===== src/hw/lcd_defines.svh =====
// ST7789 line engine constants
// panel command codes, reset hold, delay step and start-up table size
`ifndef LCD_DEFINES_SVH
`define LCD_DEFINES_SVH

// clocks spi_resn stays low once reset is released
`define LCD_RESET_CYCLES 200

// one delay step in clocks, a rom exponent n waits this << n
`define LCD_DELAY_UNIT 4

// bytes in the start-up table (five entries)
`define LCD_ROM_SIZE 14

// ST7789 command codes
`define LCD_CMD_CASET 8'h2A // column address set
`define LCD_CMD_RASET 8'h2B // row address set
`define LCD_CMD_RAMWR 8'h2C // memory write
`define LCD_CMD_NOP   8'h00 // no operation

`endif

===== src/hw/lcd_pkg.sv =====
// ST7789 line engine types
// coordinates, colors, line commands, serial words and sequencer states
`default_nettype none

package lcd_pkg;

  typedef logic [15:0] coord_t;    // pixel position or line length
  typedef logic [15:0] color_t;    // rgb565
  typedef logic [7:0]  lcd_byte_t; // one byte on the serial line

  // one line request, 65 bits
  typedef struct packed {
    coord_t x;        // start column
    coord_t y;        // start row
    coord_t len;      // pixels, 0 sends nothing
    color_t color;
    logic   vertical; // 0 horizontal, 1 vertical
  } line_cmd_t;

  // byte plus data/command select
  typedef struct packed {
    lcd_byte_t data;
    logic      dc;    // 0 command, 1 parameter or pixel
  } spi_word_t;

  typedef enum logic [2:0] {
    S_RESET_WAIT, // panel reset held low
    S_INIT_CMD,   // send start-up command byte
    S_INIT_FLAGS, // decode arg count and delay bit
    S_INIT_ARG,   // send start-up arguments
    S_INIT_DELAY, // timed wait after a command
    S_IDLE,       // wait for a line command
    S_WINDOW,     // caset/raset/ramwr bytes
    S_PIXELS      // color stream
  } seq_state_t;

endpackage

`default_nettype wire


===== src/hw/lcd_hvline_top.sv =====
// ST7789 horizontal/vertical line engine
// command queue, start-up rom, sequencer and SPI serializer
`timescale 1ns/1ps
`default_nettype none

module lcd_hvline_top
  import lcd_pkg::*;
(
  input  logic      clk,
  input  logic      reset,
  input  logic      cmd_valid,
  input  line_cmd_t cmd,
  output logic      cmd_ready,
  output logic      idle,
  output logic      spi_clk,
  output logic      spi_mosi,
  output logic      spi_dc,
  output logic      spi_csn,
  output logic      spi_resn
);

  logic       q_valid;
  line_cmd_t  q_cmd;
  logic       q_ready;
  logic       fifo_empty;
  logic [3:0] rom_addr;
  lcd_byte_t  rom_data;
  logic       byte_valid;
  spi_word_t  byte_out;
  logic       byte_ready;
  logic       seq_idle;
  logic       tx_idle;

  assign idle = fifo_empty & seq_idle & tx_idle; // all drained

  lcd_cmd_fifo #(
    .DEPTH(4)
  ) u_fifo (
    .clk       (clk),
    .reset     (reset),
    .cmd_valid (cmd_valid),
    .cmd       (cmd),
    .cmd_ready (cmd_ready),
    .q_valid   (q_valid),
    .q_cmd     (q_cmd),
    .q_ready   (q_ready),
    .empty     (fifo_empty)
  );

  lcd_init_rom u_rom (
    .rom_addr (rom_addr),
    .rom_data (rom_data)
  );

  lcd_seq u_seq (
    .clk        (clk),
    .reset      (reset),
    .q_valid    (q_valid),
    .q_cmd      (q_cmd),
    .q_ready    (q_ready),
    .rom_addr   (rom_addr),
    .rom_data   (rom_data),
    .byte_valid (byte_valid),
    .byte_out   (byte_out),
    .byte_ready (byte_ready),
    .spi_resn   (spi_resn),
    .seq_idle   (seq_idle)
  );

  lcd_spi_tx u_tx (
    .clk        (clk),
    .reset      (reset),
    .byte_valid (byte_valid),
    .byte_in    (byte_out),
    .byte_ready (byte_ready),
    .spi_clk    (spi_clk),
    .spi_mosi   (spi_mosi),
    .spi_dc     (spi_dc),
    .spi_csn    (spi_csn),
    .tx_idle    (tx_idle)
  );

endmodule

`default_nettype wire


===== src/hw/lcd_spi_tx.sv =====
// SPI byte serializer
// mode 3 style clock (idle high, data changes on the falling edge),
// msb first, 16 clocks per byte with chip select low only for the byte
`timescale 1ns/1ps
`default_nettype none

module lcd_spi_tx
  import lcd_pkg::*;
(
  input  logic      clk,
  input  logic      reset,
  input  logic      byte_valid,
  input  spi_word_t byte_in,
  output logic      byte_ready,
  output logic      spi_clk,
  output logic      spi_mosi,
  output logic      spi_dc,
  output logic      spi_csn,
  output logic      tx_idle
);

  logic       busy;  // shifting a byte
  logic       gap;   // idle clock after a byte
  logic [3:0] cnt;   // bit index in [3:1], half-bit phase in [0]
  lcd_byte_t  shreg;
  logic       dc_q;
  logic       accept;

  assign accept     = byte_valid & byte_ready;
  assign byte_ready = ~busy & ~gap;   // shifter empty
  assign spi_clk    = ~busy | cnt[0]; // low in first half of each bit
  assign spi_mosi   = shreg[7];
  assign spi_dc     = dc_q;
  assign spi_csn    = ~busy;
  assign tx_idle    = ~busy;

  always_ff @(posedge clk) begin
    if (reset) begin
      busy <= 1'b0;
      gap  <= 1'b0;
      cnt  <= '0;
      dc_q <= 1'b0;
    end else begin
      gap <= 1'b0;
      if (accept) begin
        busy <= 1'b1;
        cnt  <= '0;
        dc_q <= byte_in.dc; // held for the whole byte
      end else if (busy) begin
        cnt <= cnt + 1'b1;
        if (cnt == 4'd15) begin
          busy <= 1'b0;
          gap  <= 1'b1;
        end
      end
    end
  end

  always_ff @(posedge clk) begin
    if (accept) shreg <= byte_in.data;
    else if (busy && cnt[0]) shreg <= {shreg[6:0], 1'b0}; // next bit on falling edge
  end

endmodule

`default_nettype wire


===== src/hw/lcd_seq.sv =====
// ST7789 sequencer
// holds the panel in reset, plays the start-up table with its delays,
// then turns each line command into window bytes and a color stream
`timescale 1ns/1ps
`default_nettype none
`include "lcd_defines.svh"

module lcd_seq
  import lcd_pkg::*;
(
  input  logic       clk,
  input  logic       reset,
  input  logic       q_valid,
  input  line_cmd_t  q_cmd,
  output logic       q_ready,
  output logic [3:0] rom_addr,
  input  lcd_byte_t  rom_data,
  output logic       byte_valid,
  output spi_word_t  byte_out,
  input  logic       byte_ready,
  output logic       spi_resn,
  output logic       seq_idle
);

  seq_state_t  state;
  logic [19:0] delay_cnt; // reset hold and rom delays share it
  logic        armed;     // delay count loaded
  logic [3:0]  num_args;  // args left in current entry
  logic        delay_set; // entry ends with a delay
  logic [3:0]  byte_idx;  // window byte 0..10
  logic        toggle;    // 0 color msb, 1 color lsb
  line_cmd_t   cmd_r;
  coord_t      x_end;
  coord_t      y_end;
  coord_t      pix_cnt;   // pixels left
  logic        xfer;
  logic        rom_end;

  assign xfer     = byte_valid & byte_ready;
  assign rom_end  = (rom_addr == 4'(`LCD_ROM_SIZE));
  assign q_ready  = (state == S_IDLE);
  assign seq_idle = (state == S_IDLE);

  // control path
  always_ff @(posedge clk) begin
    if (reset) begin
      state     <= S_RESET_WAIT;
      delay_cnt <= 20'(`LCD_RESET_CYCLES - 1);
      armed     <= 1'b0;
      rom_addr  <= '0;
      byte_idx  <= '0;
      toggle    <= 1'b0;
      spi_resn  <= 1'b0;
    end else begin
      case (state)
        S_RESET_WAIT: begin
          if (delay_cnt == '0) begin
            spi_resn <= 1'b1; // release panel
            state    <= S_INIT_CMD;
          end else begin
            delay_cnt <= delay_cnt - 1'b1;
          end
        end
        S_INIT_CMD: begin
          if (rom_end) begin
            state <= S_IDLE; // table done
          end else if (xfer) begin
            rom_addr <= rom_addr + 1'b1;
            state    <= S_INIT_FLAGS;
          end
        end
        S_INIT_FLAGS: begin
          rom_addr <= rom_addr + 1'b1;
          if (rom_data[3:0] != '0) state <= S_INIT_ARG;
          else if (rom_data[7]) state <= S_INIT_DELAY;
          else state <= S_INIT_CMD;
        end
        S_INIT_ARG: begin
          if (xfer) begin
            rom_addr <= rom_addr + 1'b1;
            if (num_args == 4'd1) state <= delay_set ? S_INIT_DELAY : S_INIT_CMD;
          end
        end
        S_INIT_DELAY: begin
          if (!armed) begin
            if (byte_ready) begin // last byte fully shifted out
              delay_cnt <= (20'(`LCD_DELAY_UNIT) << rom_data[3:0]) - 20'd1;
              armed     <= 1'b1;
              rom_addr  <= rom_addr + 1'b1; // skip exponent byte
            end
          end else if (delay_cnt == '0) begin
            armed <= 1'b0;
            state <= S_INIT_CMD;
          end else begin
            delay_cnt <= delay_cnt - 1'b1;
          end
        end
        S_IDLE: begin
          if (q_valid && q_cmd.len != '0) begin // len 0 popped and dropped
            byte_idx <= '0;
            toggle   <= 1'b0;
            state    <= S_WINDOW;
          end
        end
        S_WINDOW: begin
          if (xfer) begin
            if (byte_idx == 4'd10) state <= S_PIXELS; // ramwr sent
            else byte_idx <= byte_idx + 1'b1;
          end
        end
        S_PIXELS: begin
          if (xfer) begin
            toggle <= ~toggle;
            if (toggle && pix_cnt == 16'd1) state <= S_IDLE; // last lsb
          end
        end
        default: state <= S_RESET_WAIT;
      endcase
    end
  end

  // line and table payload
  always_ff @(posedge clk) begin
    if (state == S_IDLE && q_valid) begin
      cmd_r   <= q_cmd;
      pix_cnt <= q_cmd.len;
      x_end   <= q_cmd.vertical ? q_cmd.x : q_cmd.x + q_cmd.len - 16'd1;
      y_end   <= q_cmd.vertical ? q_cmd.y + q_cmd.len - 16'd1 : q_cmd.y;
    end
    if (state == S_INIT_FLAGS) begin
      num_args  <= rom_data[3:0];
      delay_set <= rom_data[7];
    end
    if (state == S_INIT_ARG && xfer) num_args <= num_args - 1'b1;
    if (state == S_PIXELS && xfer && toggle) pix_cnt <= pix_cnt - 1'b1;
  end

  // byte presented to the serializer and held until accepted
  always_comb begin
    byte_valid    = 1'b0;
    byte_out.data = `LCD_CMD_NOP;
    byte_out.dc   = 1'b0;
    case (state)
      S_INIT_CMD: begin
        byte_valid    = ~rom_end;
        byte_out.data = rom_data;
      end
      S_INIT_ARG: begin
        byte_valid    = 1'b1;
        byte_out.data = rom_data;
        byte_out.dc   = 1'b1;
      end
      S_WINDOW: begin
        byte_valid  = 1'b1;
        byte_out.dc = 1'b1; // cleared below for the three commands
        case (byte_idx)
          4'd0: begin
            byte_out.data = `LCD_CMD_CASET;
            byte_out.dc   = 1'b0;
          end
          4'd1:    byte_out.data = cmd_r.x[15:8];
          4'd2:    byte_out.data = cmd_r.x[7:0];
          4'd3:    byte_out.data = x_end[15:8];
          4'd4:    byte_out.data = x_end[7:0];
          4'd5: begin
            byte_out.data = `LCD_CMD_RASET;
            byte_out.dc   = 1'b0;
          end
          4'd6:    byte_out.data = cmd_r.y[15:8];
          4'd7:    byte_out.data = cmd_r.y[7:0];
          4'd8:    byte_out.data = y_end[15:8];
          4'd9:    byte_out.data = y_end[7:0];
          default: begin
            byte_out.data = `LCD_CMD_RAMWR;
            byte_out.dc   = 1'b0;
          end
        endcase
      end
      S_PIXELS: begin
        byte_valid    = 1'b1;
        byte_out.data = toggle ? cmd_r.color[7:0] : cmd_r.color[15:8];
        byte_out.dc   = 1'b1;
      end
      default: byte_valid = 1'b0;
    endcase
  end

endmodule

`default_nettype wire


===== src/hw/lcd_init_rom.sv =====
// ST7789 start-up table
// command byte, flag byte (bit 7 delay follows, low bits arg count),
// arguments, then a delay exponent when flagged
`timescale 1ns/1ps
`default_nettype none
`include "lcd_defines.svh"

module lcd_init_rom
  import lcd_pkg::*;
(
  input  logic [3:0] rom_addr,
  output lcd_byte_t  rom_data
);

  always_comb begin
    case (rom_addr)
      // SWRESET, then wait
      4'd0:    rom_data = 8'h01;
      4'd1:    rom_data = 8'h80; // no args, delay
      4'd2:    rom_data = 8'h03; // 2^3 steps
      // SLPOUT, then wait
      4'd3:    rom_data = 8'h11;
      4'd4:    rom_data = 8'h80;
      4'd5:    rom_data = 8'h03;
      // COLMOD 16 bit/pixel
      4'd6:    rom_data = 8'h3A;
      4'd7:    rom_data = 8'h01; // one arg
      4'd8:    rom_data = 8'h55; // rgb565
      // MADCTL default orientation
      4'd9:    rom_data = 8'h36;
      4'd10:   rom_data = 8'h01;
      4'd11:   rom_data = 8'h00;
      // DISPON
      4'd12:   rom_data = 8'h29;
      4'd13:   rom_data = 8'h00; // no args, no delay
      default: rom_data = `LCD_CMD_NOP; // past end of table
    endcase
  end

endmodule

`default_nettype wire


===== src/hw/lcd_cmd_fifo.sv =====
// Line command queue
// circular buffer with valid/ready on both sides, so new lines can
// wait while the current one is still being drawn
`timescale 1ns/1ps
`default_nettype none

module lcd_cmd_fifo
  import lcd_pkg::*;
#(
  parameter int DEPTH = 4 // number of queued commands
) (
  input  logic      clk,
  input  logic      reset,
  input  logic      cmd_valid,
  input  line_cmd_t cmd,
  output logic      cmd_ready,
  output logic      q_valid,
  output line_cmd_t q_cmd,
  input  logic      q_ready,
  output logic      empty
);

  localparam int PTR_W = (DEPTH > 1) ? $clog2(DEPTH) : 1;
  localparam int CNT_W = $clog2(DEPTH + 1);

  line_cmd_t        mem [DEPTH];
  logic [PTR_W-1:0] wr_ptr;
  logic [PTR_W-1:0] rd_ptr;
  logic [CNT_W-1:0] count;
  logic             push;
  logic             pop;

  // step a pointer around the ring
  function automatic logic [PTR_W-1:0] ptr_next(input logic [PTR_W-1:0] p);
    ptr_next = (p == PTR_W'(DEPTH - 1)) ? '0 : p + 1'b1;
  endfunction

  assign cmd_ready = (count != CNT_W'(DEPTH)); // not full
  assign q_valid   = (count != '0);
  assign empty     = (count == '0);
  assign q_cmd     = mem[rd_ptr];              // head of queue
  assign push      = cmd_valid & cmd_ready;
  assign pop       = q_valid & q_ready;

  always_ff @(posedge clk) begin
    if (reset) begin
      wr_ptr <= '0;
      rd_ptr <= '0;
      count  <= '0;
    end else begin
      if (push) wr_ptr <= ptr_next(wr_ptr);
      if (pop) rd_ptr <= ptr_next(rd_ptr);
      case ({push, pop})
        2'b10:   count <= count + 1'b1;
        2'b01:   count <= count - 1'b1;
        default: count <= count; // both or neither
      endcase
    end
  end

  always_ff @(posedge clk) begin
    if (push) mem[wr_ptr] <= cmd; // storage, no reset
  end

endmodule

`default_nettype wire


===== config.mk =====
export PLATFORM = sky130hd
export DESIGN_NAME = lcd_hvline_top
export DESIGN_NICKNAME = d
export VERILOG_FILES = /design/src/hw/lcd_pkg.sv /design/src/hw/lcd_hvline_top.sv /design/src/hw/lcd_spi_tx.sv /design/src/hw/lcd_seq.sv /design/src/hw/lcd_init_rom.sv /design/src/hw/lcd_cmd_fifo.sv
export VERILOG_INCLUDE_DIRS = /design/src /design/src/hw
export SDC_FILE = /design/constraint.sdc
export NUM_CORES = 1
export LEC_CHECK = 0
export BUFFER_PORTS_ARGS = -buffer_cell sky130_fd_sc_hd__buf_4
export CAP_MARGIN = 10
export CORE_AREA = 2 2 176 265
export CTS_CLUSTER_SIZE = 16
export DETAILED_ROUTE_END_ITERATION = 7
export DIE_AREA = 0 0 178 267
export PLACE_DENSITY = 0.65
export REMOVE_ABC_BUFFERS = 1
export SLEW_MARGIN = 25
export SYNTH_ARGS = -nofsm -noshare
export SYNTH_HDL_FRONTEND = slang
export SYNTH_SLANG_ARGS = --single-unit

===== constraint.sdc =====
create_clock -name clk -period 4.86 [get_ports clk]
set_clock_uncertainty 0.15 [all_clocks]
set_input_delay 0.972 -clock clk [delete_from_list [all_inputs] [get_ports clk]]
set_output_delay 0.972 -clock clk [all_outputs]
set_load 0.02 [all_outputs]

After elaboration in Yosys (flattened, before gate mapping)
Memory sizes are Yosys's and may differ from the RTL's. A register that Yosys moved wholly into a read port is not among the register bits. Index checks and enable logic that the tools add are counted.

Bits in read-only memories: 128. Memory bits (writable): 260. Register bits: 157. Memories kept: 2.

Memories: u_fifo.mem (words 4, bits a word 65, rd ports 1, clocked after Yosys merged registers in 1, write ports 1, line lcd_cmd_fifo.sv:26) `line_cmd_t mem [DEPTH];`; (name not given) (words 16, bits a word 8, rd ports 1, clocked after Yosys merged registers in 1, write ports 0, line lcd_init_rom.sv:16) `case (rom_addr)`.

Bitwise operators: 11. Shift operators: 1. Add/sub/neg operators: 15. Reductions and logical operators: 34. Equal/unequal tests: 40. Multiplexer cells: 61.

Operators with widths (number): one-hot mux 8 bit (10 select lines) (1); 2-to-1 mux 16 bit (4); 2-to-1 mux 20 bit (3); subtractor 16 x 1 -> 16 bit, second input constant (3); 2-to-1 mux 4 bit (11); 2-to-1 mux 3 bit (14); one-hot mux 20 bit (2 select lines) (1); subtractor 20 x 1 -> 20 bit, second input constant (2); adder 16 bit (2); 2-to-1 mux 8 bit (3); one-hot mux 3 bit (8 select lines) (1); one-hot mux 8 bit (3 select lines) (1); == test 4 bit, second input constant (5); zero test 20 bit (1); << shifter 3 x 4 -> 20 bit, first input constant (1); != test 2 x 1 -> 1 bit, second input constant (9); == test 16 x 1 -> 1 bit, second input constant (1); == test 4 x 3 -> 1 bit, second input constant (4); one-hot mux 4 bit (4 select lines) (1); nonzero test 16 bit (1); nonzero test 2 bit (7); adder 4 x 1 -> 4 bit, second input constant (3); == test 3 bit, second input constant (4); 2-to-1 mux 1 bit (12); other kinds (32) (67).

Longest topological paths before layout
Gate-level depths: netlist (run 1).

Depth in word-level cells: 9. Mapped depth: 18. Mapped depth without buffers: 15.

By module
From an unflattened synthesis (run 1), not the netlist that was laid out.

Cells, all modules: 1491. Area, all modules: 19885.3 µm².

By module, submodules not included: lcd_cmd_fifo (area an instance 9873.2 µm², cells an instance 392, times used 1); lcd_seq (area an instance 9148.8 µm², cells an instance 1022, times used 1); lcd_spi_tx (area an instance 654.4 µm², cells an instance 49, times used 1); lcd_init_rom (area an instance 202.7 µm², cells an instance 27, times used 1); lcd_hvline_top (area an instance 6.3 µm², cells an instance 1, times used 1).

Least setup slack after synthesis (run 1)
No wires, ideal clock.

Kind: register to register. Start: register with a tool-made name. End: register u_seq.x_end[15], data pin. Stages on the path, launching flop included: 17. Clock period less this slack: 4.500 ns. Data arrival time: 4.211 ns. Path slack: 0.360 ns. Buffers on the path: 4. Cell sequence: dfxtp_1 -> clkbuf_1 -> buf_2 -> buf_2 -> clkbuf_1 -> mux4_2 -> inv_1 -> ha_1 -> inv_1 -> ha_1 -> a21o_1 -> a21o_1 -> nor4_1 -> nor2_1 -> nor3_1 -> mux4_2 -> nor2_1.

RTL lines: end signal: assignment (line lcd_seq.sv:127) `x_end <= q_cmd.vertical ? q_cmd.x : q_cmd.x + q_cmd.len - 16'd1;`; end: declaration (line lcd_seq.sv:33) `coord_t x_end;`.

==> out/qor.yml, run 1 <==
cts_hold_buf: 0
num_vias: 12257
antenna_found_initial: 1
critPathKind: "register to register"
wl_met1_um: 17100
wl_met2_um: 23900
cts.clk_slew.worst_paths_ps: 60
n_fill_cell: 3896
power_mw: 8.99
first_global_vias: 12232
required_ps: 5010
synth-async-reset-ratio: 0
cts_setup_buffers: 0
drt_wl_total_um: 44400
row_count: 96
ant_nets: 0
netlist_top_cells_area: "edfxtp_1, mux4_2, dfxtp_1"
cts_tree: "built"
htree_levels: 2
start_util: 0.435
cp_data_arrival_time_ps: 4450
worst_slew_pin_slew_ps: 1020
die_y_um: 267
slew_violations: 0
p_leak_nw: 7.97
fmax_mhz: 233
synth.distinct_cells: 68
mostFrequentLayoutCells: "edfxtp_1, inv_1, nand2_1"
fin_crit_ps: 4300
portBuffers: 74
syn_inst: 1484
highest_layer: "met4"
synthAdderAreaFrac: 0.0557
numCtsBuffers: 41
crit_fanout: 26
clock_latency_ps: 550
yosys_warnings: 0
ioPinCount: 75
ys_ff_latch: 427
place_congestion: 0.873
synth_top_area_frac: 0.562
track_usage: 0.188
cts_sinks: 427
synth_top_family_by_area: "compound AO/OA/AOI/OAI gates"
power.density_nw_per_um2: 402
first_pass_iters: 6
clockBufferDepth: 3
drc: 0
synth_edf_count: 369
clockRootBuffer: "clkbuf_16"
hold_class: "register to register"
cts_resized: 0
die_x_um: 178
wire_per_inst_um: 20.4
drtIter0Drc: 1095
synth-compound-area-share: 0.0968
ys_seq_area_frac: 0.621
vias_per_cell: 5.63
coreArea_um2: 45300
dr_wl_met3_um: 2030
cap_violations: 0
synthMuxAreaShare: 0.0847
grt_max_degree: 82
r2r_setup_slack_ps: 560
ir_drop_mv: 0.304
overflow: 0
synth_area_um2: 19700
avgSynthCellArea_um2: 13.3
setup.worst_path.start_class: "register"
yosys.area_share.simple: 0.0805
synth_flop_cell: "edfxtp_1"
yosysTopAreaCell: "edfxtp_1"
status: "complete, no violations"
grt_pass1_wl_um: 68300
layout.nets: 1712
relSlewSlack: 0.316
setup_ws_ps: 563
period_share: 0.884
drive_gt1_frac: 0.166
dieArea_um2: 47500
setup_viol: 0
hold_violations: 0
dp_hpwl_um: 30100
place_ws_ps: 526
area_growth_pct: 13.6
critPathCaptureType: "register"
synth-xor-area-share: 0.0213
final_common_cell: "edfxtp_1"
rsz0062_at_grt: "no"
-- through the flow --
step | instance area [um2] | setup TNS (ps) | hold slack [ps] | util | std cells
after global routing | 22400 | 0 | 360 | 0.494 | 2178
final | 22400 | 0 | 343 | 0.494 | 2178
after global placement | 20900 | 0 | 311 | 0.462 | 2101
after CTS | 22400 | 0 | 335 | 0.494 | 2177
after detailed placement | 21000 | 0 | 320 | 0.463 | 2103
after floorplan | 19400 | -20590 | 279 | - | 1416
-- power by group --
| group | switching [mW] | internal [mW] |
|---|---|---|
| clock | 1.37 | 1.91 |
| sequential | 0.124 | 4.19 |
| combinational | 0.860 | 0.534 |
-- final cells by class --
cell class | instances | area [um2] | area share
repair buffers | 99 | 803 | 0.0359
diodes | 1 | 2.50 | 0.000112
inverters | 137 | 515 | 0.0230
multi-input cells | 852 | 6690 | 0.299
clock inverters | 24 | 277 | 0.0124
clock buffers | 50 | 1110 | 0.0497
flip-flops and latches | 427 | 12200 | 0.547
well taps | 588 | 736 | 0.0329
-- worst max-delay path, cell delays in order (launching register included) --
cell and delay, ps:
dfxtp_4 550, buf_12 290, mux4_2 610, inv_1 130
ha_1 170, inv_1 50, ha_1 190, inv_1 70
fa_1 200, nor2b_1 70, o211ai_1 200, a31oi_1 180
a41oi_1 350, o21ai_0 220, o41ai_1 350, a41oi_1 90
xnor2_1 170
-- cells in the mapped netlist (10+ instances only) --
cell type	count
ha_1	83
a21o_1	11
nor2_1	88
edfxtp_1	369
o22ai_1	12
clkbuf_1	53
a21oi_1	81
inv_1	135
xnor2_1	25
mux2_2	12
xor2_1	23
nand4_1	10
nand2_1	111
nor4_1	18
mux4_2	65
o21ai_0	87
dfxtp_1	58
a22oi_1	14
nand2b_1	10
nand3_1	17
nor3_1	28
a222oi_1	14
-- registers in the layout (all words and copies together) (netlist names), 4 cells and up, named ones only --
register         count
u_seq.delay_cnt     20
u_seq.x_end         16
u_tx.shreg           8
u_seq.cmd_r         48
u_tx.cnt             4
u_seq.rom_addr       4
u_seq.pix_cnt       16
u_seq.y_end         16
u_seq.byte_idx       4
u_rom.rom_data       8
u_seq.num_args       4
u_fifo.mem         260
-- kinds of logic after synthesis --
logic type,after synthesis
adder cells (fa/ha/maj),86
XOR/XNOR,48
flip-flops,427
buffers and inverters,205
AO/OA/AOI/OAI,300
AND/OR/NAND/NOR,334
multiplexers,84
-- worst paths after layout --
kind,startpoint,endpoint,depth (start not counted)
worst max-delay path,register,u_seq.y_end[15]$_DFFE_PP_,16
worst min-delay path,u_tx.cnt[3]$_SDFFE_PP0P_,u_tx.gap$_SDFF_PP0_,2
worst max register to register,register,u_seq.y_end[15]$_DFFE_PP_,16
worst min register to register,u_tx.cnt[3]$_SDFFE_PP0P_,u_tx.gap$_SDFF_PP0_,2
-- per-layer routing --
metal	up-vias	GRT usage
li1	5729	-
met1	6090	0.219
met2	359	0.348
met3	79	0.0258
met4	0	0.0665
met5	-	0
(Power assumes the default switching activity.)
==> inputs of run 2 (changes only) <==
Settings changed: RECOVER_POWER set to 25.
==> run 2 against run 1 <==
First-iteration DRC count up 0.46%; design area decreased by 0.87%; maximum frequency increased by 0.25%; wire length about the same; power shrank 0.23%; worst setup slack improved by 11 ps; sequential power about the same; die area did not move; flip-flop and latch count unchanged; via count up 0.26%; register-to-register slack is essentially flat; critical path depth unchanged; critical endpoint unchanged; largest power group unchanged.
==> out/qor.yml, run 2 (same netlist as run 1, synthesis figures left out) <==
status: "complete, no violations"  # unchanged
num_vias: 12289  # was 12257
cts_resized: 0  # unchanged
area_growth_pct: 12.6  # was 13.6%
final_common_cell: "edfxtp_1"  # unchanged
htree_levels: 2  # unchanged
drive_gt1_frac: 0.133  # was 0.166
slowest_delay_ps: 600  # was 610 ps
layout.nets: 1712  # unchanged
place_ws_ps: 526  # unchanged
wire_per_inst_um: 20.4  # about the same
first_pass_iters: 8  # was 6
fin_hold_ws_ps: 336  # was 343 ps
rsz0062_at_grt: "no"  # unchanged
cts_hold_buf: 0  # unchanged
cp_data_arrival_time_ps: 4440  # was 4450 ps
grt_max_degree: 82  # unchanged
mostFrequentLayoutCells: "edfxtp_1, inv_1, nand2_1"  # unchanged
slew_violations: 0  # unchanged
row_count: 96  # unchanged
die_y_um: 267  # unchanged
crit_fanout: 26  # unchanged
power.density_nw_per_um2: 404  # was 402 nW/um2
overflow: 0  # unchanged
antenna_found_initial: 1  # unchanged
placedCellCount: 2103  # unchanged
fmax_mhz: 233  # about the same
ioPinCount: 75  # unchanged
cp_common_cell: "inv_1"  # unchanged
clockBufferDepth: 3  # unchanged
largest_register_ffs: 260  # unchanged
setup_ws_ps: 574  # was 563 ps
ant_nets: 0  # unchanged
clock_latency_ps: 560  # was 550 ps
worst_slew_pin_slew_ps: 1020  # about the same
hold_class: "register to register"  # unchanged
slowest_stage: "mux4_2"  # unchanged
period_share: 0.882  # was 0.884
die_x_um: 178  # unchanged
dp_hpwl_um: 30100  # unchanged
drt_wl_total_um: 44400  # about the same
clockRootBuffer: "clkbuf_16"  # unchanged
p_leak_nw: 7.79  # was 7.97 nW
critPathKind: "register to register"  # unchanged
required_ps: 5010  # about the same
path_cells: "buf_12, mux4_2, inv_1, ha_1, inv_1, ha_1, inv_1, fa_1, nor2b_1, o211ai_1, a31oi_1, a41oi_1, o21ai_0, o41ai_1, a41oi_1, xnor2_1"  # unchanged
reg_top3: "u_fifo.mem: 260 flops, u_seq.cmd_r: 48 flops, u_seq.delay_cnt: 20 flops"  # unchanged
portBuffers: 74  # unchanged
coreArea_um2: 45300  # unchanged
cts.clk_slew.worst_paths_ps: 60  # about the same
cts_setup_buffers: 0  # unchanged
start_util: 0.435  # unchanged
crit_family: "compound AO/OA/AOI/OAI gates"  # unchanged
r2r_setup_slack_ps: 570  # was 560 ps
fin_area_um2: 22200  # was 22400 um2
largest_register: "u_fifo.mem"  # unchanged
numCtsBuffers: 41  # unchanged
grt_pass1_wl_um: 68300  # unchanged
crit_buf_inv: 4  # unchanged
critPathCaptureType: "register"  # unchanged
ir_drop_mv: 0.304  # about the same
setup_viol: 0  # unchanged
place_congestion: 0.873  # unchanged
cts_sinks: 427  # unchanged
setup.worst_path.start_class: "register"  # unchanged
cts_tree: "built"  # unchanged
final_cells: 2178  # unchanged
dieArea_um2: 47500  # unchanged
first_global_vias: 12232  # unchanged
vias_per_cell: 5.64  # was 5.63
relSlewSlack: 0.321  # was 0.316
cap_violations: 0  # unchanged
drtIter0Drc: 1100  # was 1095
dpl_cell_area_um2: 21000  # unchanged
hold_violations: 0  # unchanged
track_usage: 0.188  # unchanged
fin_crit_ps: 4290  # was 4300 ps
utilization: 0.490  # was 0.494
drc: 0  # unchanged
[run 2: changes by cell type in the layout (fill, tap and decap cells not counted)]
cell / before / now
buf_4: 94 / 42
clkbuf_1: 6 / 58
[run 2: worst reg2reg max path: cells and delay by family (launching register included)]
kind / cells / cell delay, ps
AND/OR/NAND/NOR: 1 / 70
flip-flops: 1 / 550
multiplexers: 1 / 610
AO/OA/AOI/OAI: 6 / 1380
XOR/XNOR: 1 / 170
buffers and inverters: 4 / 540
adder cells (fa/ha/maj): 3 / 560
[run 2: layout make-up]
cell class	count	area, um2
clock buffer	50	1110
timing repair buffer	99	608
inverter	137	515
multi-input combinational	852	6690
antenna	1	2.50
fill	3932	23100
sequential	427	12200
clock inverter	24	277
tap	588	736
[run 2: layer usage]
metal,GRT usage,vias to the layer above,wire (um)
met1,0.219,6123,17100
met2,0.348,355,23900
li1,-,5730,-
met5,0,-,0
met3,0.0258,81,1980
met4,0.0665,0,1340
[run 2: power breakdown]
part	leakage, nW	total (mW)	internal, mW	switching [mW]
sequential	3.84	4.31	4.19	0.122
combinational	3.27	1.38	0.516	0.860
clock	0.670	3.28	1.91	1.37
[run 2: final timing paths]
path,startpoint,to,depth (start not counted)
max,register,u_seq.y_end[15]$_DFFE_PP_,16
max reg2reg,register,u_seq.y_end[15]$_DFFE_PP_,16
min reg2reg,u_seq.spi_resn$_SDFFE_PP0P_,u_seq.spi_resn$_SDFFE_PP0P_,2
min,u_seq.spi_resn$_SDFFE_PP0P_,u_seq.spi_resn$_SDFFE_PP0P_,2
[run 2: per-stage QoR]
stage               power (mW)  setup TNS, ps
finish                    8.97              0
global route              9.34              0
CTS                       9.05              0
detailed placement        5.78              0
global placement          5.73              0
floorplan                 5.33         -20590
